## config.mk

```make
export PLATFORM = sky130hd
export DESIGN_NAME = storePipe
export DESIGN_NICKNAME = d
export VERILOG_FILES = /design/src/source/lsu_pkg.sv /design/src/source/storePipe.sv
export VERILOG_INCLUDE_DIRS = /design/src /design/src/source
export SDC_FILE = /design/constraint.sdc
export NUM_CORES = 1
export LEC_CHECK = 0
export BUFFER_PORTS_ARGS = -buffer_cell sky130_fd_sc_hd__buf_2
export CORE_ASPECT_RATIO = 1.2
export CORE_MARGIN = 5
export CORE_UTILIZATION = 47
export DETAILED_ROUTE_END_ITERATION = 8
export PLACE_DENSITY = 0.9
export SYNTH_ARGS = -nofsm -noshare
export SYNTH_HDL_FRONTEND = slang
export SYNTH_SLANG_ARGS = --single-unit
export TNS_END_PERCENT = 10
```

## constraint.sdc

```tcl
create_clock -name clk -period 4.7 [get_ports clk]
set_input_delay 0.705 -clock clk [delete_from_list [all_inputs] [get_ports clk]]
set_output_delay 0.705 -clock clk [all_outputs]
set_load 0.02 [all_outputs]
```

## src/source/lsu_consts.svh

```systemverilog
`ifndef LSU_CONSTS_SVH
`define LSU_CONSTS_SVH

// cache geometry, sizes given as log2 of bytes
`define LSU_CACHE_SIZE_E 10
`define LSU_LINE_SIZE_E 5
`define LSU_ASSOC 2
`define LSU_SETS ((1 << (`LSU_CACHE_SIZE_E - `LSU_LINE_SIZE_E)) / `LSU_ASSOC)

// one memory transfer moves a whole line, word by word
`define LSU_WORDS_PER_LINE (1 << (`LSU_LINE_SIZE_E - 2))

// field widths derived from the geometry
`define LSU_SET_W ($clog2(`LSU_SETS))
`define LSU_WAY_W ($clog2(`LSU_ASSOC))
`define LSU_WORD_W (`LSU_LINE_SIZE_E - 2)
`define LSU_TAG_W (32 - `LSU_SET_W - `LSU_LINE_SIZE_E)
`define LSU_LINE_ADDR_W (32 - `LSU_LINE_SIZE_E)

`define LSU_ID_W 4

`endif

```

## src/source/lsu_pkg.sv

```systemverilog
`include "lsu_consts.svh"

package lsuPkg;

    typedef struct packed {
        logic [`LSU_TAG_W-1:0] tag;
        logic [`LSU_SET_W-1:0] set;
        logic [`LSU_LINE_SIZE_E-1:0] offset;
    } addrFields;

    // same address word, raw or split into cache fields
    typedef union packed {
        logic [31:0] raw;
        addrFields f;
    } memAddr;

    typedef enum logic [1:0] {
        SIZE_BYTE = 2'd0,
        SIZE_HALF = 2'd1,
        SIZE_WORD = 2'd2
    } accessSize;

    typedef struct packed {
        logic valid;
        memAddr addr;
        accessSize size;
        logic signExtend;
        logic [`LSU_ID_W-1:0] id;
    } loadOp;

    typedef struct packed {
        logic valid;
        memAddr addr;
        logic [31:0] data;
        logic [3:0] wmask;
        logic [`LSU_ID_W-1:0] id;
    } storeOp;

    typedef struct packed {
        logic valid;
        logic fail;
        logic [`LSU_ID_W-1:0] id;
        logic [31:0] result;
    } loadResult;

    typedef struct packed {
        logic valid;
        logic fail;
        logic [`LSU_ID_W-1:0] id;
    } storeAck;

    typedef struct packed {
        logic valid;
        memAddr addr;
    } missReport;

    typedef struct packed {
        logic valid;
        logic write;
        logic [`LSU_LINE_ADDR_W-1:0] lineAddr;
    } memReq;

    typedef struct packed {
        logic valid;
        logic [31:0] data;
    } memWord;

    // one way of the tag table as seen by the lookups
    typedef struct packed {
        logic valid;
        logic [`LSU_TAG_W-1:0] tag;
    } tagEntry;

endpackage

```

## src/source/storePipe.sv

```systemverilog
`include "lsu_consts.svh"

module storePipe (
    input  logic clk,
    input  logic rst,
    input  logic stall,
    input  lsuPkg::storeOp st,
    output logic [`LSU_SET_W-1:0] stIndex,
    input  lsuPkg::tagEntry [`LSU_ASSOC-1:0] stTags,
    output logic stWe,
    output logic [`LSU_WAY_W-1:0] stWay,
    output logic [`LSU_SET_W-1:0] stSet,
    output logic [`LSU_WORD_W-1:0] stWordIdx,
    output logic [31:0] stData,
    output logic [3:0] stMask,
    output logic [`LSU_WAY_W-1:0] dirtyWay,
    output logic [`LSU_SET_W-1:0] dirtySet,
    output lsuPkg::storeAck stAck,
    output lsuPkg::missReport miss
);

    lsuPkg::storeOp op0;
    lsuPkg::storeOp op1;
    logic hit;
    logic hit1;
    logic [`LSU_WAY_W-1:0] hitWay;
    logic [`LSU_WAY_W-1:0] way1;

    always_ff @(posedge clk) begin
        if (rst) begin
            op0.valid <= 1'b0;
            op1.valid <= 1'b0;
        end else begin
            op0 <= st;
            op0.valid <= st.valid && !stall;
            op1 <= op0;
            hit1 <= hit;
            way1 <= hitWay;
        end
    end

    assign stIndex = op0.addr.f.set;

    always_comb begin
        hit = 1'b0;
        hitWay = '0;
        for (int w = 0; w < `LSU_ASSOC; w++) begin
            if (stTags[w].valid && stTags[w].tag == op0.addr.f.tag) begin
                hit = 1'b1;
                hitWay = w[`LSU_WAY_W-1:0];
            end
        end
    end

    // the write only happens once the hit is known
    assign stWe = op1.valid && hit1;
    assign stWay = way1;
    assign stSet = op1.addr.f.set;
    assign stWordIdx = op1.addr.f.offset[`LSU_LINE_SIZE_E-1:2];
    assign stData = op1.data;
    assign stMask = op1.wmask;
    assign dirtyWay = way1;
    assign dirtySet = op1.addr.f.set;

    assign stAck.valid = op1.valid;
    assign stAck.fail = !hit1;
    assign stAck.id = op1.id;
    assign miss.valid = op1.valid && !hit1;
    assign miss.addr = op1.addr;

endmodule

```

After elaboration in Yosys (flattened, before gate mapping) --
Cells that the tools add are included.
Storage, ports and cells: word-level logic and storage cells 23, register bits 148
Operators by class: equality and inequality tests 2, muxes and demuxes 2, reductions and logical operators 7
Operators by type and width (count):
- $eq A23 B23 Y1 | 2
- $logic_and A1 B1 Y1 | 5
- $logic_not A1 Y1 | 2
- $mux W1 | 2

Depth between registers and ports, before layout --
depth in word-level cells 3, depth in mapped cells 4, gate-level depth less buffers 4

Worst setup path before layout --
No wires, ideal clock.
kind in2reg, start input port rst, end register op1, in the netlist dirtySet[0], enable pin, data arrival time 3.522 ns, stages 1, required time 4.202 ns, slack 0.680 ns, cells stage by stage inv_1
RTL lines:
- start: declaration | line storePipe.sv:5 | input logic rst,
- end signal: assignment | line storePipe.sv:36 | op1 <= op0;
- end: declaration | line storePipe.sv:23 | lsuPkg::storeOp op1;
No word-level cell between the ends.

Final worst setup path --
start register hit1, end output port stWe
Between the ends: cells in the longest elaborated chain, start to end 1
Ends and longest elaborated chain:
- start: declaration | line storePipe.sv:25 | logic hit1;
- start signal: assignment | line storePipe.sv:37 | hit1 <= hit;
- $logic_and A1 B1 Y1 | line storePipe.sv:56 | assign stWe = op1.valid && hit1;
- end: declaration | line storePipe.sv:10 | output logic stWe,
No other way between the ends.

==> summary.md <==
| Metric | Value |
|---|---|
| Cells after synthesis | `234` |
| Final setup violation count | `0` |
| Final net count | `579` |
| Clk pin slew, worst setup/hold paths | `0.05 ns` |
| Hold Slack | `0.415 ns` |
| WL final | `10800 um` |
| F_max | `0.549 GHz` |
| Gpl congestion | `0.749` |
| Status | `finished, final reports clean` |
| Least-Margin Pin Slew | `0.631 ns` |
| Max capacitance violation total | `0` |
| Setup CP Type | `reg2out` |
| Global Route Usage Sum | `0.166` |
| Initial DRC count | `131` |
| Setup bufs post-CTS | `0` |
| Peak VDD IR | `322 uV` |
| Die area | `0.0130 mm^2` |
| DRC | `0` |
| Hold buffer count at cts | `0` |
| Routed Antenna Nets | `0` |
| Initial core utilization | `0.483` |
| Pleak | `2.78 nW` |
| Placed cell area | `0.00624 mm^2` |
| Die boundary height | `124 um` |
| CTS resizes | `0` |
| Hold Crit Class | `reg2reg` |
| DR vias | `2828` |
| DR pass1 iterations | `4` |
| Crit-path leading delay family | `flip-flops` |
| Pwr per Cell Area | `466 mW/mm^2` |
| Sequential fraction of the synthesis area | `0.868` |
| Arrival @ worst endpoint | `1.12 ns` |
| Worst Path Required | `3.99 ns` |
| GR Overflow Total | `0` |
| Routed wl met3 | `1220 um` |
| Synth Warn # | `0` |
| Flops & latches, synth | `148` |
| Cts bufs inserted | `17` |
| Top Layer Used | `met5` |
| Critical Path Start Type | `register` |
| Final Cell Area | `0.00684 mm^2` |
| Max incr delay on CP | `0.42 ns` |
| Avg Vias per Cell | `4.74` |
| DR WL/cell | `18.1 um` |
| Site row count | `41` |
| Ports | `217` |
| Final period utilization | `0.388` |
| Worst setup EP type | `output port` |
| Max FO, Critical Path | `3` |
| CTS H-Tree Depth | `4` |
| WP buf/inv | `1` |
| Clock Path Buffers | `2` |
| Sink Count | `148` |
| Average cell area after synthesis | `21.8 um^2` |
| Final Hold Violating Endpoints | `0` |
| Worst slew margin | `0.580` |
| Area delta synth->final | `34.0%` |
| Setup tns final | `0 ns` |
| Critical Path Slowest Stage Cell | `edfxtp_1` |
| CP Cell Sequence | `and2_1 -> buf_2` |
| Clk_lat worst skew | `0.40 ns` |
| Mapped cell area | `0.00510 mm^2` |
| Global-route wire length before repair | `16100 um` |
| Fin. max-slew vios | `0` |
| DR WL met2 | `5790 um` |
| Post-DP HPWL | `8160 um` |
| Netlist cell types | `16` |
| N_diodes | `0` |
| R2r setup slk | `3.03 ns` |
| Antenna violations before repair | `4` |
| Post-route minimum period | `1.82 ns` |
| Ratio of cells with drive above 1 in the final layout | `0.534` |
| Die X-Extent | `105 um` |
| M1 wire length | `3490 um` |
| TritonCTS clock tree | `yes` |
| Vias in the first global route | `3083` |
| CTS root buf | `clkbuf_16` |
| Worst Skew | `0.00886 ns` |
| Syn_nets | `358` |
| RSZ-0062 raised after global routing | `no` |
| Largest net degree at the start of global routing | `53` |
| Core ar. | `0.0106 mm^2` |
| IO Port Bufs | `216` |
[where the power goes]
group	switching [mW]	internal (mW)	total, mW
sequential	0.0406	1.56	1.60
clock	0.496	0.836	1.33
combinational	0.150	0.0973	0.247
total	0.686	2.50	3.18
[layout make-up]
type                       instances  area, um^2
sequential                       148        4420
fill                             747        3730
timing repair buffer             218        1100
multi-input combinational         68         548
clock buffer                      20         437
tap                              129         161
clock inverter                    12         156
inverter                           2        12.5
[metal layers]
layer | global-route usage | up-vias
li1 | - | 1323
met1 | 0.161 | 1327
met2 | 0.291 | 144
met3 | 0.0835 | 26
met4 | 0.0807 | 8
met5 | 0 | -
[metrics by stage]
stage	utilization	setup WS, ns	total power [mW]	cells
finish	0.647	2.88	3.18	597
global route	0.647	2.82	3.31	597
detailed placement	0.591	2.46	1.88	565
CTS	0.647	2.85	3.23	597
global placement	0.591	2.55	1.87	565
floorplan	-	0.680	1.77	234
[sequential cells by signal, indices dropped and copies added, names as in the netlist]
register / cells
hit1: 1
dirtyWay: 1
op0: 69
stIndex: 4
stMask: 4
miss: 28
stAck: 5
dirtySet: 4
stData: 32
[layout by cell type (no fill, tap or decap), types with 2 or more instances in the layout]
| cell type | synthesis | routed |
|---|---|---|
| nor2_1 | 2 | 2 |
| inv_6 | 0 | 2 |
| xnor2_1 | 16 | 16 |
| clkinvlp_4 | 0 | 4 |
| dfxtp_1 | 2 | 2 |
| clkinv_4 | 0 | 2 |
| clkbuf_16 | 0 | 17 |
| buf_2 | 0 | 216 |
| nor4_1 | 7 | 7 |
| edfxtp_1 | 146 | 146 |
| nand4_1 | 5 | 5 |
| bufinv_16 | 0 | 3 |
| clkbuf_1 | 0 | 3 |
| nor2b_1 | 2 | 2 |
| buf_4 | 16 | 2 |
| xor2_1 | 30 | 30 |
| clkinv_2 | 0 | 2 |
[cell usage after synthesis (all sizes together)]
cell	number	area, um^2
nand4	6	43.8
nor2b	2	12.5
buf	16	120
xor2	30	263
o22ai	1	12.5
dfxtp	2	40.0
nand2	1	3.75
nor4	7	43.8
xnor2	16	140
nor3b	1	7.51
inv	2	7.51
nor2	2	7.51
edfxtp	146	4380
and2	1	6.26
or4	1	7.51
[logic make-up (layout without fill, tap and decap cells)]
| kind of cell | count (synthesis) | count (layout) | share of synthesized area |
|---|---|---|---|
| XOR/XNOR | 46 | 46 | 0.0790 |
| buffers and inverters | 18 | 252 | 0.0250 |
| AO/OA/AOI/OAI | 1 | 1 | 0.00245 |
| flip-flops | 148 | 148 | 0.868 |
| AND/OR/NAND/NOR | 21 | 21 | 0.0260 |
[worst paths after layout]
kind | start | cells past startpoint | endpoint
max | hit1$_SDFFCE_PP1N_ | 2 | stWe
min | op0[2]$_DFFE_PN_ | 0 | stAck[2]$_DFFE_PN_
max reg2reg | op0[68]$_DFFE_PN_ | 4 | hit1$_SDFFCE_PP1N_
min reg2reg | op0[2]$_DFFE_PN_ | 0 | stAck[2]$_DFFE_PN_
Power figures use the tool's default switching activity.
