$ cat src/source/lsu_consts.svh
`ifndef LSU_CONSTS_SVH
`define LSU_CONSTS_SVH

// cache geometry, sizes given as log2 of bytes
`define LSU_CACHE_SIZE_E 10
`define LSU_LINE_SIZE_E 5
`define LSU_ASSOC 2
`define LSU_SETS ((1 << (`LSU_CACHE_SIZE_E - `LSU_LINE_SIZE_E)) / `LSU_ASSOC)

// one memory transfer moves a whole line, word by word
`define LSU_WORDS_PER_LINE (1 << (`LSU_LINE_SIZE_E - 2))

// field widths derived from the geometry
`define LSU_SET_W ($clog2(`LSU_SETS))
`define LSU_WAY_W ($clog2(`LSU_ASSOC))
`define LSU_WORD_W (`LSU_LINE_SIZE_E - 2)
`define LSU_TAG_W (32 - `LSU_SET_W - `LSU_LINE_SIZE_E)
`define LSU_LINE_ADDR_W (32 - `LSU_LINE_SIZE_E)

`define LSU_ID_W 4

`endif

$ cat src/source/lsu_pkg.sv
`include "lsu_consts.svh"

package lsuPkg;

    typedef struct packed {
        logic [`LSU_TAG_W-1:0] tag;
        logic [`LSU_SET_W-1:0] set;
        logic [`LSU_LINE_SIZE_E-1:0] offset;
    } addrFields;

    // same address word, raw or split into cache fields
    typedef union packed {
        logic [31:0] raw;
        addrFields f;
    } memAddr;

    typedef enum logic [1:0] {
        SIZE_BYTE = 2'd0,
        SIZE_HALF = 2'd1,
        SIZE_WORD = 2'd2
    } accessSize;

    typedef struct packed {
        logic valid;
        memAddr addr;
        accessSize size;
        logic signExtend;
        logic [`LSU_ID_W-1:0] id;
    } loadOp;

    typedef struct packed {
        logic valid;
        memAddr addr;
        logic [31:0] data;
        logic [3:0] wmask;
        logic [`LSU_ID_W-1:0] id;
    } storeOp;

    typedef struct packed {
        logic valid;
        logic fail;
        logic [`LSU_ID_W-1:0] id;
        logic [31:0] result;
    } loadResult;

    typedef struct packed {
        logic valid;
        logic fail;
        logic [`LSU_ID_W-1:0] id;
    } storeAck;

    typedef struct packed {
        logic valid;
        memAddr addr;
    } missReport;

    typedef struct packed {
        logic valid;
        logic write;
        logic [`LSU_LINE_ADDR_W-1:0] lineAddr;
    } memReq;

    typedef struct packed {
        logic valid;
        logic [31:0] data;
    } memWord;

    // one way of the tag table as seen by the lookups
    typedef struct packed {
        logic valid;
        logic [`LSU_TAG_W-1:0] tag;
    } tagEntry;

endpackage

$ cat src/source/missHandler.sv
`include "lsu_consts.svh"

module missHandler (
    input  logic clk,
    input  logic rst,
    input  lsuPkg::missReport ldMiss,
    input  lsuPkg::missReport stMiss,
    input  logic stWe,
    input  logic [`LSU_WAY_W-1:0] dirtyWay,
    input  logic [`LSU_SET_W-1:0] dirtySet,
    output logic [`LSU_SET_W-1:0] evIndex,
    output logic [`LSU_WORD_W-1:0] evWord,
    output logic [`LSU_WAY_W-1:0] evWay,
    input  logic [`LSU_TAG_W-1:0] evTag,
    input  logic [31:0] evData,
    output logic tagWe,
    output logic [`LSU_WAY_W-1:0] tagWay,
    output logic [`LSU_SET_W-1:0] tagSet,
    output logic [`LSU_TAG_W-1:0] tagValue,
    output logic tagValid,
    output logic refWe,
    output logic [`LSU_WAY_W-1:0] refWay,
    output logic [`LSU_SET_W-1:0] refSet,
    output logic [`LSU_WORD_W-1:0] refWordIdx,
    output logic [31:0] refData,
    output logic stall,
    output lsuPkg::memReq memCmd,
    output lsuPkg::memWord memWr,
    input  lsuPkg::memWord memRd
);

    typedef enum logic [2:0] {IDLE, EV_REQ, EV_DATA, RF_REQ, RF_RECV} handlerState;

    handlerState state;
    lsuPkg::memAddr pickAddr;
    lsuPkg::memAddr missAddr;
    logic [`LSU_WAY_W-1:0] rrPtr;
    logic [`LSU_WAY_W-1:0] victimWay;
    logic [`LSU_TAG_W-1:0] victimTag;
    logic [`LSU_WORD_W-1:0] wordCnt;
    logic [`LSU_ASSOC-1:0][`LSU_SETS-1:0] dirty;
    logic capture;
    logic finish;
    logic victimDirty;

    // load report wins, reports seen during a stall are dropped
    assign capture = (state == IDLE) && (ldMiss.valid || stMiss.valid);
    assign pickAddr = ldMiss.valid ? ldMiss.addr : stMiss.addr;
    assign finish = (state == RF_RECV) && memRd.valid && (&wordCnt);
    assign stall = (state != IDLE);

    // a store that looked up the victim before its invalidation can still strobe here
    assign victimDirty = dirty[victimWay][missAddr.f.set]
        || (stWe && dirtyWay == victimWay && dirtySet == missAddr.f.set);

    // in idle the read port looks at the victim about to be chosen
    assign evIndex = (state == IDLE) ? pickAddr.f.set : missAddr.f.set;
    assign evWay = (state == IDLE) ? rrPtr : victimWay;
    assign evWord = wordCnt;

    // invalidate on capture, revalidate with the new tag on the last refill word
    always_comb begin
        tagWe = capture || finish;
        if (state == IDLE) begin
            tagWay = rrPtr;
            tagSet = pickAddr.f.set;
            tagValue = pickAddr.f.tag;
            tagValid = 1'b0;
        end else begin
            tagWay = victimWay;
            tagSet = missAddr.f.set;
            tagValue = missAddr.f.tag;
            tagValid = 1'b1;
        end
    end

    assign refWe = (state == RF_RECV) && memRd.valid;
    assign refWay = victimWay;
    assign refSet = missAddr.f.set;
    assign refWordIdx = wordCnt;
    assign refData = memRd.data;

    always_ff @(posedge clk) begin
        if (rst) begin
            state <= IDLE;
            rrPtr <= '0;
            wordCnt <= '0;
            dirty <= '0;
            memCmd.valid <= 1'b0;
            memWr.valid <= 1'b0;
        end else begin
            memCmd.valid <= 1'b0;
            memWr.valid <= 1'b0;
            if (stWe) begin
                dirty[dirtyWay][dirtySet] <= 1'b1;
            end
            case (state)
                IDLE: begin
                    if (capture) begin
                        missAddr <= pickAddr;
                        victimWay <= rrPtr;
                        victimTag <= evTag;
                        rrPtr <= rrPtr + 1'b1;
                        state <= EV_REQ;
                    end
                end
                EV_REQ: begin
                    memCmd.valid <= 1'b1;
                    wordCnt <= '0;
                    if (victimDirty) begin
                        memCmd.write <= 1'b1;
                        memCmd.lineAddr <= {victimTag, missAddr.f.set};
                        state <= EV_DATA;
                    end else begin
                        // clean victim goes straight to the refill
                        memCmd.write <= 1'b0;
                        memCmd.lineAddr <= missAddr.raw[31:`LSU_LINE_SIZE_E];
                        state <= RF_RECV;
                    end
                end
                EV_DATA: begin
                    memWr.valid <= 1'b1;
                    memWr.data <= evData;
                    wordCnt <= wordCnt + 1'b1;
                    if (&wordCnt) begin
                        state <= RF_REQ;
                    end
                end
                RF_REQ: begin
                    memCmd.valid <= 1'b1;
                    memCmd.write <= 1'b0;
                    memCmd.lineAddr <= missAddr.raw[31:`LSU_LINE_SIZE_E];
                    state <= RF_RECV;
                end
                RF_RECV: begin
                    if (memRd.valid) begin
                        wordCnt <= wordCnt + 1'b1;
                    end
                    if (finish) begin
                        dirty[victimWay][missAddr.f.set] <= 1'b0;
                        state <= IDLE;
                    end
                end
                default: state <= IDLE;
            endcase
        end
    end

endmodule

$ cat config.mk
export PLATFORM = sky130hd
export DESIGN_NAME = missHandler
export DESIGN_NICKNAME = d
export VERILOG_FILES = /design/src/source/lsu_pkg.sv /design/src/source/missHandler.sv
export VERILOG_INCLUDE_DIRS = /design/src /design/src/source
export SDC_FILE = /design/constraint.sdc
export NUM_CORES = 1
export LEC_CHECK = 0
export ABC_CLOCK_PERIOD_IN_PS = 3430
export BUFFER_PORTS_ARGS = -buffer_cell sky130_fd_sc_hd__clkbuf_2
export CAP_MARGIN = 5
export CORE_ASPECT_RATIO = 1.5
export CORE_UTILIZATION = 40
export CTS_BUF_LIST = sky130_fd_sc_hd__clkbuf_16
export DETAILED_ROUTE_END_ITERATION = 7
export PLACE_DENSITY_LB_ADDON = 0.05
export REMOVE_ABC_BUFFERS = 1
export SKIP_CTS_REPAIR_TIMING = 1
export SYNTH_ARGS = -nofsm -noshare
export SYNTH_HDL_FRONTEND = slang
export SYNTH_SLANG_ARGS = --single-unit
$ cat constraint.sdc
create_clock -name clk -period 3.43 [get_ports clk]
set_input_delay 0 -clock clk [delete_from_list [all_inputs] [get_ports clk]]
set_output_delay 0 -clock clk [all_outputs]
set_load 0.02 [all_outputs]
* After elaboration in Yosys (flattened, before gate mapping)
Cells that the tools add are included.
Word-level totals: flip-flop bits (word level) 157, input bits 162, output and inout port bits 142, logic and storage cells 91
Operators by class: $add $sub $neg 2, order comparisons 8, equality and inequality tests 10, mux-type cells 31, bitwise logic cells 4, reductions and logical operators 23
Operator list (number):
- 32-bit 2-to-1 mux | 5
- 16-bit 2-to-1 mux | 4
- 29-bit one-hot mux with 2 select lines | 1
- 33-bit 2-to-1 mux | 1
- 32-bit AND | 1
- 16-bit demux with 1-bit select | 2
- 32-bit NOT | 1
- 32-bit OR | 1
- 28-bit 2-to-1 mux | 1
- 23-bit 2-to-1 mux | 1
- 3-bit 2-to-1 mux | 5
- 3-bit one-hot mux with 5 select lines | 1
- 4-bit by 5-bit less-than comparator with 1-bit output, second input constant | 2
- 1-bit logical AND | 9
- 3-bit one-hot mux with 3 select lines | 1
- 3-bit AND reduction | 3
- 1-bit demux with 4-bit select | 2
- 4-bit by 1-bit >= comparator with 1-bit output, second input constant | 2
- 2-bit inequality test, second input constant | 4
- 2-bit AND reduction | 4
- 3-bit by 2-bit == test with 1-bit output, second input constant | 2
- 3-bit nonzero test | 2
- 1-bit 2-to-1 mux | 5
- 1-bit binary-select mux with 4-bit select | 1
- other kinds (13) | 17

* Longest topological paths before layout
depth after elaboration 12, gate-level depth with buffers 10, depth with buffers taken out 6

* Least setup slack after synthesis
OpenSTA, ideal clock, no wires.
kind register to register, from register state[0], to register missAddr[10] (netlist name), enable pin, library setup time 0.460 ns, data arrival time 3.303 ns, required time 2.970 ns, setup slack -0.333 ns, cell stages (with the launch flop) 6, path through dfxtp_1 -> clkbuf_1 -> nor3_1 -> buf_2 -> o21ai_0 -> nor2_1
Between the ends: word-level cells in the longest chain between the ends 3
RTL lines:
- start: declaration | RTL line missHandler.sv:34 | handlerState state;
- start signal: assignment | RTL line missHandler.sv:85 | state <= IDLE;
- start signal: assignment | RTL line missHandler.sv:104 | state <= EV_REQ;
- start signal: assignment | RTL line missHandler.sv:113 | state <= EV_DATA;
- 3-bit logical NOT * | RTL line missHandler.sv:47, missHandler.sv:97
- 1-bit logical AND | RTL line missHandler.sv:47 | assign capture = (state == IDLE) && (ldMiss.valid || stMiss.valid);
- 3-bit AND reduction (no line) *
- end signal: assignment | RTL line missHandler.sv:100 | missAddr <= pickAddr;
- end: declaration | RTL line missHandler.sv:36 | lsuPkg::memAddr missAddr;
Mark *: on every way between the ends. The rest lies on a longest branch, timed or not. A chain may end at the register's enable or synchronous reset.

* Worst setup path in the final report
from register missAddr[5] (netlist name), to register memCmd[15] (netlist name) (data pin)
Between the ends: word-level cells in the longest chain between the ends 5
RTL lines:
- 1-bit binary-select mux with 4-bit select / 4-bit == test (equally long branches) | RTL line missHandler.sv:53, missHandler.sv:54
- 1-bit 2-to-1 mux (implied by the code) / 1-bit logical AND (equally long branches) | RTL line missHandler.sv:53, missHandler.sv:54
- 1-bit logical OR * | RTL line missHandler.sv:54 | || (stWe && dirtyWay == victimWay && dirtySet == missAddr.f.set);
- 28-bit 2-to-1 mux * | RTL line missHandler.sv:110 | if (victimDirty) begin
- 29-bit one-hot mux with 2 select lines * | RTL line missHandler.sv:97 | case (state)
- end: declaration | RTL line missHandler.sv:27 | output lsuPkg::memReq memCmd,
Mark *: on every way between the ends. The rest lies on a longest branch, timed or not. The select of a mux whose other input is x is not followed.

==> impl_results.rst <==
.. list-table::
   :header-rows: 1

   * - Metric
     - Value
   * - Maximum number of pins on one net before global-route repair
     - 51
   * - Class of the most critical hold timing path
     - input pin to primary output
   * - Filler Cells Inserted
     - 1489
   * - Leakage Power
     - between 3 and 4 nW
   * - Initial core utilization
     - ~41%
   * - Cells after Synth
     - around 590
   * - Number of buffers on the longest clock path
     - 2
   * - Count of endpoints failing hold in the final timing report
     - 0
   * - Design area
     - between 0.01 and 0.015 mm^2
   * - Crit path DAT
     - 2.76 ns
   * - Post-route DRC
     - 0
   * - Fraction of synthesized cell area taken by the top area cell type
     - 45.5%
   * - Area grow syn2layout
     - 36.6%
   * - Top cells by count, synth
     - edfxtp_1 (111), mux2_2 (57), buf_4 (46), dfxtp_1 (41), a21oi_1 (34)
   * - Count of nets after finishing
     - 1031
   * - CTS HTree Levels
     - 4
   * - Biggest fanout along the worst timing path
     - 24
   * - Proportion of register bits with asynchronous set or reset after synthesis
     - 0%
   * - Final setup fails
     - 0
   * - Global-route wire length before repair
     - 30.7 mm
   * - Routed len/inst
     - roughly 19 um
   * - Global placer's final weighted congestion
     - 0.826
   * - Worst slew margin
     - 37.2%
   * - Overall routing resource usage
     - 21.8%
   * - Family of cells with the greatest summed delay on the critical path
     - multiplexers
   * - Setup crit end kind
     - flip-flop
   * - Vias in the first global route
     - 5356
   * - Unique cell type count in the Yosys netlist
     - 45
   * - Met2 layer usage reported by global route
     - 34.1%
   * - Number of buffers and inverters on the critical path
     - 1
   * - Fraction of the cycle the final worst path needs
     - between 70 and 80%
   * - Setup repair after global routing missed its margin
     - false
   * - Post-Route Hold Slack
     - 0.0000263 ns
   * - Via density
     - 5.37
   * - Clock tree root buffer cell
     - clkbuf_16
   * - Setup slack at placement
     - 0.808 ns
   * - Remaining antenna violation count
     - 0
   * - Sum of negative setup slack
     - 0 ns
   * - Cell with the most instances after synthesis
     - edfxtp_1
   * - Fmax
     - 382 MHz
   * - CP max stage delay
     - 0.82 ns
   * - Setup Crit Path Kind
     - flip-flop to flip-flop
   * - Most utilized layer in the global route result
     - met2
   * - Leftover overflow at the end of global routing
     - 0
   * - Post-Syn Area
     - 0.00733 mm^2
   * - Number of iterations in the first detailed-routing pass
     - 5
   * - Horizontal die dimension
     - 113 um
   * - Ratio of total power to cell area
     - ~500 mW/mm^2
   * - Post-Layout Cell Count
     - 1097
   * - Cell-by-cell trace of the critical path
     - mux4_1 -> mux2i_4 -> o22ai_2 -> buf_4 -> a32oi_1 -> o211ai_1
   * - Number of buffers created by CTS
     - 17
   * - Full die area
     - 0.0189 mm^2
   * - Layout cells sized above 1
     - about two fifths
   * - Worst Max-Slew Pin Slew
     - 0.938 ns
   * - Clock insertion delay at the later pin of the skew report
     - 0.42 ns
   * - Clock tree from TritonCTS
     - done
   * - Leading cell types by total area after synthesis
     - edfxtp_1 (45%), dfxtp_1 (11%), mux2_2 (8.8%), buf_4 (4.7%), a211oi_1 (3.3%)
   * - Via Count
     - 5890
   * - Core Area
     - 0.0179 mm^2
   * - Number of antenna violations at the first check in global routing
     - 0
   * - DIE HEIGHT
     - 168 um
   * - Final count of pins violating max slew
     - 0
   * - Cell Area, Placed
     - 0.00830 mm^2
   * - Total power
     - 4.98 mW
   * - Peak VDD IR
     - 0.299 mV
   * - Antenna diodes
     - 0
   * - Total of max-cap violations
     - 0
   * - Number of flops mapped to enable cells by yosys
     - 111
   * - Met3 Use GR
     - around 8.7%
   * - Floorplan row count
     - 60
   * - Dominant register cell in the synthesized netlist
     - edfxtp_1
   * - Worst EP required
     - 3.57 ns
   * - Register area share after synthesis
     - roughly 57%
   * - Number of top-level pins
     - 304
   * - Average footprint of a synthesized cell
     - ~12 um^2
   * - Iteration-0 DRC count of the detailed router
     - about 390
   * - Flop and latch count out of synthesis
     - around 150
   * - Core Util, Final
     - 55.8%
   * - Final worst-path setup slack
     - roughly 0.81 ns
   * - Input/output buffers
     - 229
   * - Top cell type by total area after synthesis
     - edfxtp_1
   * - Final critical delay including setup and external delays
     - 2.62 ns
   * - Detailed-placement wirelength estimate
     - 14.3 mm
   * - Clk sink count
     - about 150
   * - Startpoint types
     - flip-flop
   * - Critical path's slowest cell
     - edfxtp_1
   * - Final worst clock skew
     - 0.0131 ns
   * - Status
     - finished, final reports clean
   * - Clk pin slew, worst setup/hold paths
     - 0.07 ns
   * - Total routed wirelength
     - 21.2 mm
   * - Met1 GRT Util
     - roughly 27%
   * - Yosys warnings
     - 0
   * - Inst Count DP
     - 955
## state kept, by name, summed over array words and instances, names as in the netlist
signal	count
rrPtr	1
victimTag	23
memCmd	29
memWr	33
missAddr	27
dirty	32
state	3
evWord	3
refWay	1
## worst reg2reg max path, cell delays in order (launching register included)
cell,delay (ns)
edfxtp_1,0.82
mux4_1,0.69
mux2i_4,0.21
o22ai_2,0.08
buf_4,0.24
a32oi_1,0.20
o211ai_1,0.10
## cell usage in the layout, fill, tap and decap left out, drive strengths merged, types with 2 or more instances in the layout
cell type    count
nand2b           9
o221ai           2
xor2             5
nand3           25
bufinv           2
or2              2
clkinv           3
mux4             7
nor3             7
clkbuf         246
edfxtp         111
ha               2
a32oi           23
a21oi           34
dlygate4sd3    110
o21ai            2
nor3b           24
a211oi          32
nor2b            6
inv              8
and2             9
mux2i            5
buf             14
clkinvlp         3
nand2           31
mux2            57
o211ai          24
dfxtp           41
nor2            24
## kinds of logic (layout without fill, tap and decap cells)
logic type | count (synthesis) | after routing | share of synthesized area, %
mux | 69 | 69 | 12.0
fa+ha+maj | 2 | 2 | 0.341
xor+xnor | 6 | 6 | 0.717
flops | 152 | 152 | 56.7
simple gates | 141 | 141 | 10.2
buf+inv | 94 | 386 | 7.95
compound gates | 124 | 124 | 12.2
## cell type report
type / count / area [um^2] / share of cell area [%]
tap: 217 / 272 / 2.71
inverter: 1 / 3.75 / 0.0375
multi-input combinational: 342 / 2620 / 26.2
clock inverter: 15 / 185 / 1.85
timing repair buffer: 353 / 2350 / 23.5
sequential: 152 / 4160 / 41.5
clock buffer: 17 / 425 / 4.25
## report_power, final
part / leakage, nW / internal (mW) / total [mW] / switching (mW)
registers: 1.36 / 2.08 / 2.15 / 0.0633
clock network: 0.290 / 1.10 / 1.93 / 0.826
logic: 2.14 / 0.399 / 0.903 / 0.504
total: 3.79 / 3.59 / 4.98 / 1.39
## final timing paths
path / from / to / slack (ns) / cells past startpoint
max reg2reg: missAddr[5] / memCmd[15] / 0.81 / 6
min reg2reg: rrPtr / refWay / 0.48 / 0
min: memRd[17] / refData[17] / 0.00003 / 0
max: missAddr[5] / memCmd[15] / 0.81 / 6
## metal layers
| layer | part of all wire, % | vias to the layer above |
|---|---|---|
| met5 | 0 | - |
| met3 | 8.3 | 20 |
| li1 | - | 2754 |
| met4 | 1.4 | 0 |
| met2 | 48 | 267 |
| met1 | 42 | 2849 |
Power figures use the tool's default switching activity.
