**src/source/lsu_consts.svh**
```systemverilog
`ifndef LSU_CONSTS_SVH
`define LSU_CONSTS_SVH

// cache geometry, sizes given as log2 of bytes
`define LSU_CACHE_SIZE_E 10
`define LSU_LINE_SIZE_E 5
`define LSU_ASSOC 2
`define LSU_SETS ((1 << (`LSU_CACHE_SIZE_E - `LSU_LINE_SIZE_E)) / `LSU_ASSOC)

// one memory transfer moves a whole line, word by word
`define LSU_WORDS_PER_LINE (1 << (`LSU_LINE_SIZE_E - 2))

// field widths derived from the geometry
`define LSU_SET_W ($clog2(`LSU_SETS))
`define LSU_WAY_W ($clog2(`LSU_ASSOC))
`define LSU_WORD_W (`LSU_LINE_SIZE_E - 2)
`define LSU_TAG_W (32 - `LSU_SET_W - `LSU_LINE_SIZE_E)
`define LSU_LINE_ADDR_W (32 - `LSU_LINE_SIZE_E)

`define LSU_ID_W 4

`endif

```
**src/source/lsu_pkg.sv**
```systemverilog
`include "lsu_consts.svh"

package lsuPkg;

    typedef struct packed {
        logic [`LSU_TAG_W-1:0] tag;
        logic [`LSU_SET_W-1:0] set;
        logic [`LSU_LINE_SIZE_E-1:0] offset;
    } addrFields;

    // same address word, raw or split into cache fields
    typedef union packed {
        logic [31:0] raw;
        addrFields f;
    } memAddr;

    typedef enum logic [1:0] {
        SIZE_BYTE = 2'd0,
        SIZE_HALF = 2'd1,
        SIZE_WORD = 2'd2
    } accessSize;

    typedef struct packed {
        logic valid;
        memAddr addr;
        accessSize size;
        logic signExtend;
        logic [`LSU_ID_W-1:0] id;
    } loadOp;

    typedef struct packed {
        logic valid;
        memAddr addr;
        logic [31:0] data;
        logic [3:0] wmask;
        logic [`LSU_ID_W-1:0] id;
    } storeOp;

    typedef struct packed {
        logic valid;
        logic fail;
        logic [`LSU_ID_W-1:0] id;
        logic [31:0] result;
    } loadResult;

    typedef struct packed {
        logic valid;
        logic fail;
        logic [`LSU_ID_W-1:0] id;
    } storeAck;

    typedef struct packed {
        logic valid;
        memAddr addr;
    } missReport;

    typedef struct packed {
        logic valid;
        logic write;
        logic [`LSU_LINE_ADDR_W-1:0] lineAddr;
    } memReq;

    typedef struct packed {
        logic valid;
        logic [31:0] data;
    } memWord;

    // one way of the tag table as seen by the lookups
    typedef struct packed {
        logic valid;
        logic [`LSU_TAG_W-1:0] tag;
    } tagEntry;

endpackage

```
**src/source/loadPipe.sv**
```systemverilog
`include "lsu_consts.svh"

module loadPipe (
    input  logic clk,
    input  logic rst,
    input  logic stall,
    input  lsuPkg::loadOp ld,
    output logic [`LSU_SET_W-1:0] ldIndex,
    output logic [`LSU_WORD_W-1:0] ldWord,
    input  lsuPkg::tagEntry [`LSU_ASSOC-1:0] ldTags,
    input  logic [`LSU_ASSOC-1:0][31:0] ldData,
    output lsuPkg::loadResult ldRes,
    output lsuPkg::missReport miss
);

    lsuPkg::loadOp op0;
    lsuPkg::memAddr missAddr;
    logic hit;
    logic [31:0] hitWord;
    logic [31:0] shifted;
    logic [31:0] formatted;

    // stage 0 holds the accepted load
    always_ff @(posedge clk) begin
        if (rst) begin
            op0.valid <= 1'b0;
        end else begin
            op0 <= ld;
            op0.valid <= ld.valid && !stall;
        end
    end

    assign ldIndex = op0.addr.f.set;
    assign ldWord = op0.addr.f.offset[`LSU_LINE_SIZE_E-1:2];

    always_comb begin
        hit = 1'b0;
        hitWord = '0;
        for (int w = 0; w < `LSU_ASSOC; w++) begin
            if (ldTags[w].valid && ldTags[w].tag == op0.addr.f.tag) begin
                hit = 1'b1;
                hitWord = ldData[w];
            end
        end
    end

    // move the addressed byte or half down to bit 0
    assign shifted = hitWord >> {op0.addr.f.offset[1:0], 3'b000};

    always_comb begin
        case (op0.size)
            lsuPkg::SIZE_BYTE: formatted = {{24{op0.signExtend && shifted[7]}}, shifted[7:0]};
            lsuPkg::SIZE_HALF: formatted = {{16{op0.signExtend && shifted[15]}}, shifted[15:0]};
            default: formatted = hitWord;
        endcase
    end

    // stage 1 carries the result out, a miss fails the load
    always_ff @(posedge clk) begin
        if (rst) begin
            ldRes.valid <= 1'b0;
        end else begin
            ldRes.valid <= op0.valid;
            ldRes.fail <= !hit;
            ldRes.id <= op0.id;
            ldRes.result <= formatted;
            missAddr <= op0.addr;
        end
    end

    assign miss.valid = ldRes.valid && ldRes.fail;
    assign miss.addr = missAddr;

endmodule

```
**config.mk**
```make
export PLATFORM = sky130hd
export DESIGN_NAME = loadPipe
export DESIGN_NICKNAME = d
export VERILOG_FILES = /design/src/source/lsu_pkg.sv /design/src/source/loadPipe.sv
export VERILOG_INCLUDE_DIRS = /design/src /design/src/source
export SDC_FILE = /design/constraint.sdc
export NUM_CORES = 1
export LEC_CHECK = 0
export ABC_AREA = 1
export ABC_CLOCK_PERIOD_IN_PS = 2600
export BUFFER_PORTS_ARGS = -buffer_cell sky130_fd_sc_hd__buf_2
export CORE_MARGIN = 5
export CORE_UTILIZATION = 40
export DETAILED_ROUTE_END_ITERATION = 16
export MAX_ROUTING_LAYER = met4
export PLACE_DENSITY = 0.71
export SLEW_MARGIN = 20
export SYNTH_ARGS = -nofsm -noshare
export SYNTH_HDL_FRONTEND = slang
export SYNTH_SLANG_ARGS = --single-unit
```
**constraint.sdc**
```tcl
create_clock -name clk -period 2.6 [get_ports clk]
set_input_delay 0.13 -clock clk [delete_from_list [all_inputs] [get_ports clk]]
set_output_delay 0.13 -clock clk [all_outputs]
set_load 0.02 [all_outputs]
```
; Word level (Yosys, flattened, before mapping)
; Index checks and enable logic that the tools add are counted.
[totals]
ff_bits = 110
inputBits = 155
output_inout_bits = 78
word_cells = 28
[op_classes]
n_eq_ne = 3
shift = 1
muxes = 5
reduce_logical = 9
[op_table]
columns = cell, n
row1 = $mux 32, 2
row2 = $pmux 32 s2, 1
row3 = $eq 23x23->1, 2
row4 = $shr 32x5->16, 1
row5 = $logic_and 1x1->1, 6
row6 = $eq 2x1->1 const B, 1
row7 = $logic_not 1->1, 2
row8 = $logic_not 2->1, 1
row9 = $mux 1, 2

; Depth between registers and ports, before layout
; Gate-level depths: netlist (run 1).
[logic_depth]
word_depth = 7
ltp_mapped = 17
mapped_depth_nobuf = 16

; Worst setup path after synthesis (run 1)
; Ideal clock, no wire load.
[synth_timing]
path_type = input-to-reg
startpoint = input rst
endpoint = register op0 (netlist bit ldIndex[0]) (enable)
setup_time_ns = 0.461
t_arrival_ns = 2.231
required_time_ns = 2.139
setup_slack_ns = -0.092
stages = 1
n_path_buf = 0
path_cell_list = inv_1
[synth_lines]
columns = element, line_no
row1 = "start, declared", loadPipe.sv:5  ; input logic rst,
row2 = "end signal, assigned", loadPipe.sv:28  ; op0 <= ld;
row3 = "end, declared", loadPipe.sv:16  ; lsuPkg::loadOp op0;
; No word-level cell between the ends.

; Worst setup path after layout (run 1)
[layout_timing]
startpoint = register op0[38] (netlist name)
endpoint = register ldRes[2] (netlist name), data pin
[layout_via]
elab_chain_cells = 6
word_cells_on_any_way = 8
classes_between = 2 x eq/ne / 1 x shift / 3 x mux / 2 x reduce/logical
[layout_lines]
columns = element, line_no
row1 = $eq 23x23->1, loadPipe.sv:40  ; if (ldTags[w].valid && ldTags[w].tag == op0.addr.f.tag) begin
row2 = $logic_and 1x1->1, loadPipe.sv:40
row3 = $mux 32, loadPipe.sv:40
row4 = $mux 32 (*), loadPipe.sv:40
row5 = $shr 32x5->16, loadPipe.sv:48  ; assign shifted = hitWord >> {op0.addr.f.offset[1:0], 3'b000};
row6 = $pmux 32 s2 (*), loadPipe.sv:51  ; case (op0.size)
row7 = net formatted[2], loadPipe.sv:21  ; logic [31:0] formatted;
row8 = "end, declared", loadPipe.sv:12  ; output lsuPkg::loadResult ldRes,
; The timed path passes the listed nets; every way through them passes the cells marked *.
; A chain may end at the register's enable or synchronous reset.

==> summary.md, run 1 <==
| Metric | Value |
|---|---|
| Grt ovf | 0 |
| Final worst-path cycle share | 0.936 |
| Clock root cell | clkbuf_16 |
| IO Port Bufs | 232 |
| PwrDens | 499 nW/µm² |
| Clk pwr share | 0.325 |
| Cell Area, Placed | 8270 µm² |
| Dpl cells | 1328 |
| Synth Net Count | 1046 |
| GPL Wtd Cong | 0.986 |
| GRT Resource Usage Total | 0.228 |
| CP Class | reg -> reg |
| Internal power | 3.20 mW |
| Slowest stage delay, CP | 460 ps |
| CTS Sinks | 110 |
| Hold Crit Class | in -> reg |
| Area contributors post-synth | edfxtp_1, nand2_1, nand3_1 |
| H-Tree Depth | 3 |
| Worst skew pair latency | 360 ps |
| Most frequent cells in the layout | nand2_1, buf_2, inv_1, edfxtp_1, nand3_1 |
| Final hold slack | 158 ps |
| Initial Utilization | 0.404 |
| HPWL Detailed | 17500 µm |
| Synth unique cells | 34 |
| Worst slack at placement | 26.5 ps |
| Clk buf depth | 2 |
| Area of the multi-input gates | 2960 µm² |
| Clk slew on worst S/H paths | 80 ps |
| Final worst slack | 167 ps |
| Die width | 142 µm |
| Critical-path cell list | inv_1 -> nand2_1 -> nand2_1 -> nor2_1 -> nand2_1 -> nor2_4 -> nand3_4 -> buf_4 -> nand2_4 -> buf_12 -> nand2_1 -> clkinv_1 -> o211ai_1 -> a21oi_1 |
| Initial antenna violation count | 4 |
| Syn Area/Cell | 7.79 µm² |
| Synth area leader | edfxtp_1 |
| Status | complete, no violations |
| Fmax | 411 MHz |
| Num rows | 48 |
| Part of the power in combinational logic | 0.199 |
| Core area | 17200 µm² |
| Worst-margin pin slew | 681 ps |
| CTS tree | built |
| Drt drc | 0 |
| Io pins | 233 |
| Reg2Reg Setup Slack | 170 ps |
| Layout area overhead | 31.5% |
| 1st-iter DRT viols | 818 |
| Number of synthesized register bits | 110 |
| Final setup fails | 0 |
| Register area | 3280 µm² |
| Fillcell total | 1645 |
| Fin area | 9130 µm² |
| Vias/cell | 5.05 |
| Drt first pass iters | 6 |
| Critical Path Slowest Stage Cell | edfxtp_1 |
| Final Power | 4.55 mW |
| Number of global-route vias before repair | 6479 |
| Primary FF master, synth | edfxtp_1 |
| Reg power frac | 0.476 |
| Cells after synthesis | 891 |
| Layout cells sized above 1 | 0.281 |
| Crit path time final | 2430 ps |
| Pin count of the biggest net entering global routing | 53 |
| Final ANT Viol Nets | 0 |
| Leak Pwr | 4.70 nW |
| Crit path top cell by count | nand2_1 |
| Max Slew Vio Count | 0 |
| Sw frac | 0.298 |
| Post-route setup TNS | 0 ps |
| Critical Path End Type | flop |
| CP arrival | 2530 ps |
| Synth warn | 0 |
| Fin cells | 1394 |
| Post-synth EDFFs | 108 |
| Crit start category | flop |
| Final nets | 1314 |
| Routed WL | 23000 µm |
| Highest net fanout along the worst path | 37 |
| Sequential-to-total area share from yosys stat | 0.473 |
| Max VDD drop | 0.313 mV |
| First-pass GRT wire length | 34400 µm |
| Final Hold Violating Endpoints | 0 |
| Layout Skew | 7.98 ps |
| NetSw | 1.35 mW |
| Via count | 7035 |
| Die area | 20100 µm² |
| Final core occ | 0.532 |
| Max-slew headroom | 0.546 |
| Synth top area share | 0.467 |
| Asr flop ratio synth | 0 |
| Cell area after synthesis | 6940 µm² |
| Commonest non-fill, non-tap cell in the layout | nand2_1 |
| WL/cell | 16.5 µm |
| Number of buffers created by CTS | 9 |
| Die extent in y | 142 µm |
| Required time worst endpoint | 2700 ps |
| Max-cap violations | 0 |
per-layer routing:
layer  track usage  share of wire  vias to the layer above  wire length (µm)
li1              -              -                     3466                 -
met1         0.309           0.43                     3213              9930
met2         0.351           0.47                      318             10700
met3        0.0337          0.078                       38              1790
met4        0.0818          0.024                        0               558
met5             -              0                        -                 0
synth_stat cells, types with 4 or more instances:
cell,instances
nand2_1,305
nand4_1,31
nor2_1,63
inv_1,111
a21oi_1,20
buf_4,8
buf_6,6
o211ai_1,15
edfxtp_1,108
nand2_2,5
o21ai_2,7
nand3_2,14
buf_2,16
clkinv_1,8
o21ai_0,21
nor2_2,8
clkbuf_1,4
o21ai_1,9
inv_2,9
mux2_2,7
nor4_1,4
nand3_1,95
path summary, 6_finish.rpt:
path,cells after the start,end,start
min,3,ldRes[14],ldData[46]
min reg2reg,2,ldRes[37],op0[39]
max,14,ldRes[2],op0[38]
max reg2reg,14,ldRes[2],op0[38]
repair_timing:
item / in CTS / in global routing
setup endpoints to repair: 0 / 30
buffers inserted: 0 / 3
hold endpoints to repair: 41 / 0
gates resized for setup: 0 / 18
hold buffers: 42 / 0
logic make-up after synthesis:
group                  count (synthesis)  share of synthesized area
flip-flops                           110                      0.473
buffers and inverters                166                      0.109
AO/OA/AOI/OAI                         73                     0.0622
XOR/XNOR                               2                    0.00252
AND/OR/NAND/NOR                      533                      0.342
multiplexers                           7                     0.0114
layout make-up:
cell class | count | share of cell area
Tap cell | 225 | 0.0308
Multi-Input combinational cell | 615 | 0.324
Clock inverter | 7 | 0.00986
Sequential cell | 110 | 0.360
Inverter | 128 | 0.0530
Clock buffer | 9 | 0.0247
Antenna cell | 5 | 0.00137
Timing Repair Buffer | 295 | 0.196
registers in the layout, summed over array words and instances (netlist names):
register and cells:
ldRes 38, ldWord 3, op0 33, missAddr 32, ldIndex 4
critical path, delay by kind of cell (launching register included):
| family | cells | cell delay, ps |
|---|---|---|
| buffers and inverters | 4 | 500 |
| AO/OA/AOI/OAI | 2 | 450 |
| AND/OR/NAND/NOR | 8 | 740 |
| flip-flops | 1 | 460 |
power by group through the flow:
| stage | Combinational [mW] | Sequential (mW) | Clock [mW] |
|---|---|---|---|
| 3_5_place_dp | 0.838 | 2.20 | 0 |
| 3_3_place_gp | 0.832 | 2.20 | 0 |
| 6_report | 0.907 | 2.17 | 1.48 |
| 2_1_floorplan | 0.414 | 2.28 | 0 |
| 4_1_cts | 0.890 | 2.16 | 1.52 |
| 5_1_grt | 0.998 | 2.18 | 1.57 |
Power figures use the tool's default switching activity.
==> run 2, diff against run 1 <==
- CTS_BUF_LIST: default -> sky130_fd_sc_hd__clkbuf_8
==> summary.md, run 2 (synthesis results as in run 1) <==
| Metric | Value |
|---|---|
| Max-cap violations | 0 (unchanged) |
| H-Tree Depth | 3 (unchanged) |
| CTS tree | built (unchanged) |
| Leak Pwr | 4.65 nW (was 4.70 nW) |
| Internal power | 2.90 mW (was 3.20 mW) |
| Die extent in y | 142 µm (unchanged) |
| Status | complete, no violations (unchanged) |
| Crit path time final | 2460 ps (was 2430 ps) |
| Post-route setup TNS | 0 ps (unchanged) |
| Max-slew headroom | 0.547 (was 0.546) |
| Hold Crit Class | in -> reg (unchanged) |
| Final nets | 1314 (unchanged) |
| Fmax | 406 MHz (was 411 MHz) |
| WL/cell | 16.4 µm (was 16.5 µm) |
| Max Slew Vio Count | 0 (unchanged) |
| Final hold slack | 118 ps (was 158 ps) |
| Worst slack at placement | 26.5 ps (unchanged) |
| GPL Wtd Cong | 0.986 (unchanged) |
| Highest net fanout along the worst path | 37 (unchanged) |
| Worst reg2reg startpoint | op0[38] (unchanged) |
| Io pins | 233 (unchanged) |
| Pin count of the biggest net entering global routing | 53 (unchanged) |
| Final Power | 4.21 mW (was 4.55 mW) |
| Layout area overhead | 30.1% (was 31.5%) |
| Dpl cells | 1328 (unchanged) |
| Via count | 7016 (was 7035) |
| Drt drc | 0 (unchanged) |
| First-pass GRT wire length | 34600 µm (was 34400 µm) |
| Final worst-path cycle share | 0.946 (was 0.936) |
| NetSw | 1.31 mW (was 1.35 mW) |
| Clk pwr share | 0.270 (was 0.325) |
| Vias/cell | 5.03 (was 5.05) |
| Worst setup path startpoint | op0[38] (unchanged) |
| Initial Utilization | 0.404 (unchanged) |
| Core area | 17200 µm² (unchanged) |
| Grt ovf | 0 (unchanged) |
| PwrDens | 466 nW/µm² (was 499 nW/µm²) |
| Final worst slack | 139 ps (was 167 ps) |
| Clock root cell | clkbuf_8 (was clkbuf_16) |
| HPWL Detailed | 17500 µm (unchanged) |
| Layout cells sized above 1 | 0.284 (was 0.281) |
| Max VDD drop | 0.224 mV (was 0.313 mV) |
| Num rows | 48 (unchanged) |
| Commonest non-fill, non-tap cell in the layout | nand2_1 (unchanged) |
| Die area | 20100 µm² (unchanged) |
| Fin area | 9040 µm² (was 9130 µm²) |
| Clk slew on worst S/H paths | 120 ps (was 80 ps) |
| Hold Startpoint | ldData[46] (unchanged) |
| Part of the power in combinational logic | 0.216 (was 0.199) |
| Crit start category | flop (unchanged) |
| Final ANT Viol Nets | 0 (unchanged) |
| RSZ-0062 raised after global routing | yes |
| Initial antenna violation count | 4 (unchanged) |
| Worst-margin pin slew | 680 ps (was 681 ps) |
| GRT Resource Usage Total | 0.228 (about the same) |
| Required time worst endpoint | 2740 ps (was 2700 ps) |
| CP Class | reg -> reg (unchanged) |
| Cell Area, Placed | 8270 µm² (unchanged) |
| Final Hold Violating Endpoints | 0 (unchanged) |
| Drt first pass iters | 6 (unchanged) |
| Top Registers | ldRes (38), op0 (33), missAddr (32) (unchanged) |
| Routed WL | 22900 µm (was 23000 µm) |
| CTS Sinks | 110 (unchanged) |
| 1st-iter DRT viols | 809 (was 818) |
| Sw frac | 0.312 (was 0.298) |
| Final setup fails | 0 (unchanged) |
| Biggest register | ldRes (unchanged) |
| Critical Path End Type | flop (unchanged) |
| Die width | 142 µm (unchanged) |
| Worst skew pair latency | 400 ps (was 360 ps) |
| CP arrival | 2600 ps (was 2530 ps) |
| Largest register FFs | 38 (unchanged) |
| Number of buffers created by CTS | 9 (unchanged) |
| Final core occ | 0.526 (was 0.532) |
| IO Port Bufs | 232 (unchanged) |
| Most frequent cells in the layout | nand2_1, buf_2, inv_1, edfxtp_1, nand3_1 (unchanged) |
| Reg power frac | 0.514 (was 0.476) |
| Fin cells | 1394 (unchanged) |
| Clk buf depth | 2 (unchanged) |
| Layout Skew | 11.1 ps (was 7.98 ps) |
| Number of global-route vias before repair | 6485 (was 6479) |
run 2: cell count changes in the layout (fill, tap and decap cells not counted):
cell | before | now
clkbuf_16 | 9 | 0
clkbuf_8 | 0 | 9
buf_8 | 2 | 0
nor2_1 | 63 | 61
nor2_2 | 3 | 5
buf_12 | 2 | 3
buf_6 | 4 | 5
inv_1 | 110 | 109
inv_2 | 9 | 10
run 2: worst max-delay path: stages (launching register included):
cell      delay [ps]
edfxtp_1         470
inv_1             90
nand2_1           50
nand2_1          150
nor2_1            70
nand2_1          110
nor2_4            60
nand3_4          150
buf_4            150
nand2_4           70
buf_12           190
nand2_1           80
clkinv_1          70
o211ai_1         350
a21oi_1          110
run 2: cell type report:
class	instances	area [µm²]
clock buffer	9	124
antenna	5	12.5
tap	225	282
inverter	128	484
clock inverter	7	90.1
timing repair buffer	295	1800
fill	1658	8140
multi-input combinational	615	2970
sequential	110	3280
run 2: worst paths after layout:
kind / end / slack (ps) / cells after the start
worst min register to register: ldRes[37] / 420 / 2
worst max-delay path: ldRes[2] / 140 / 14
worst min-delay path: ldRes[14] / 120 / 3
worst max register to register: ldRes[2] / 140 / 14
run 2: timing repair:
action | in CTS | in global routing
endpoints found under the setup margin | 0 | 31
setup buffers | 0 | 3
hold buffers | 42 | 0
resized for setup | 0 | 21
endpoints found under the hold margin | 41 | 0
run 2: layer usage:
layer,share of wire,vias to the layer above,track usage,wire length [µm]
li1,-,3456,-,-
met1,0.44,3194,0.312,10000
met2,0.46,317,0.352,10600
met3,0.074,49,0.0317,1690
met4,0.026,0,0.0742,596
met5,0,-,-,0
run 2: power groups by stage:
stage | combinational (mW) | clock (mW) | sequential (mW)
after floorplan | 0.414 | 0 | 2.28
after global placement | 0.832 | 0 | 2.20
after detailed placement | 0.838 | 0 | 2.20
after CTS | 0.891 | 1.17 | 2.16
after global routing | 1.00 | 1.22 | 2.18
final | 0.908 | 1.14 | 2.16
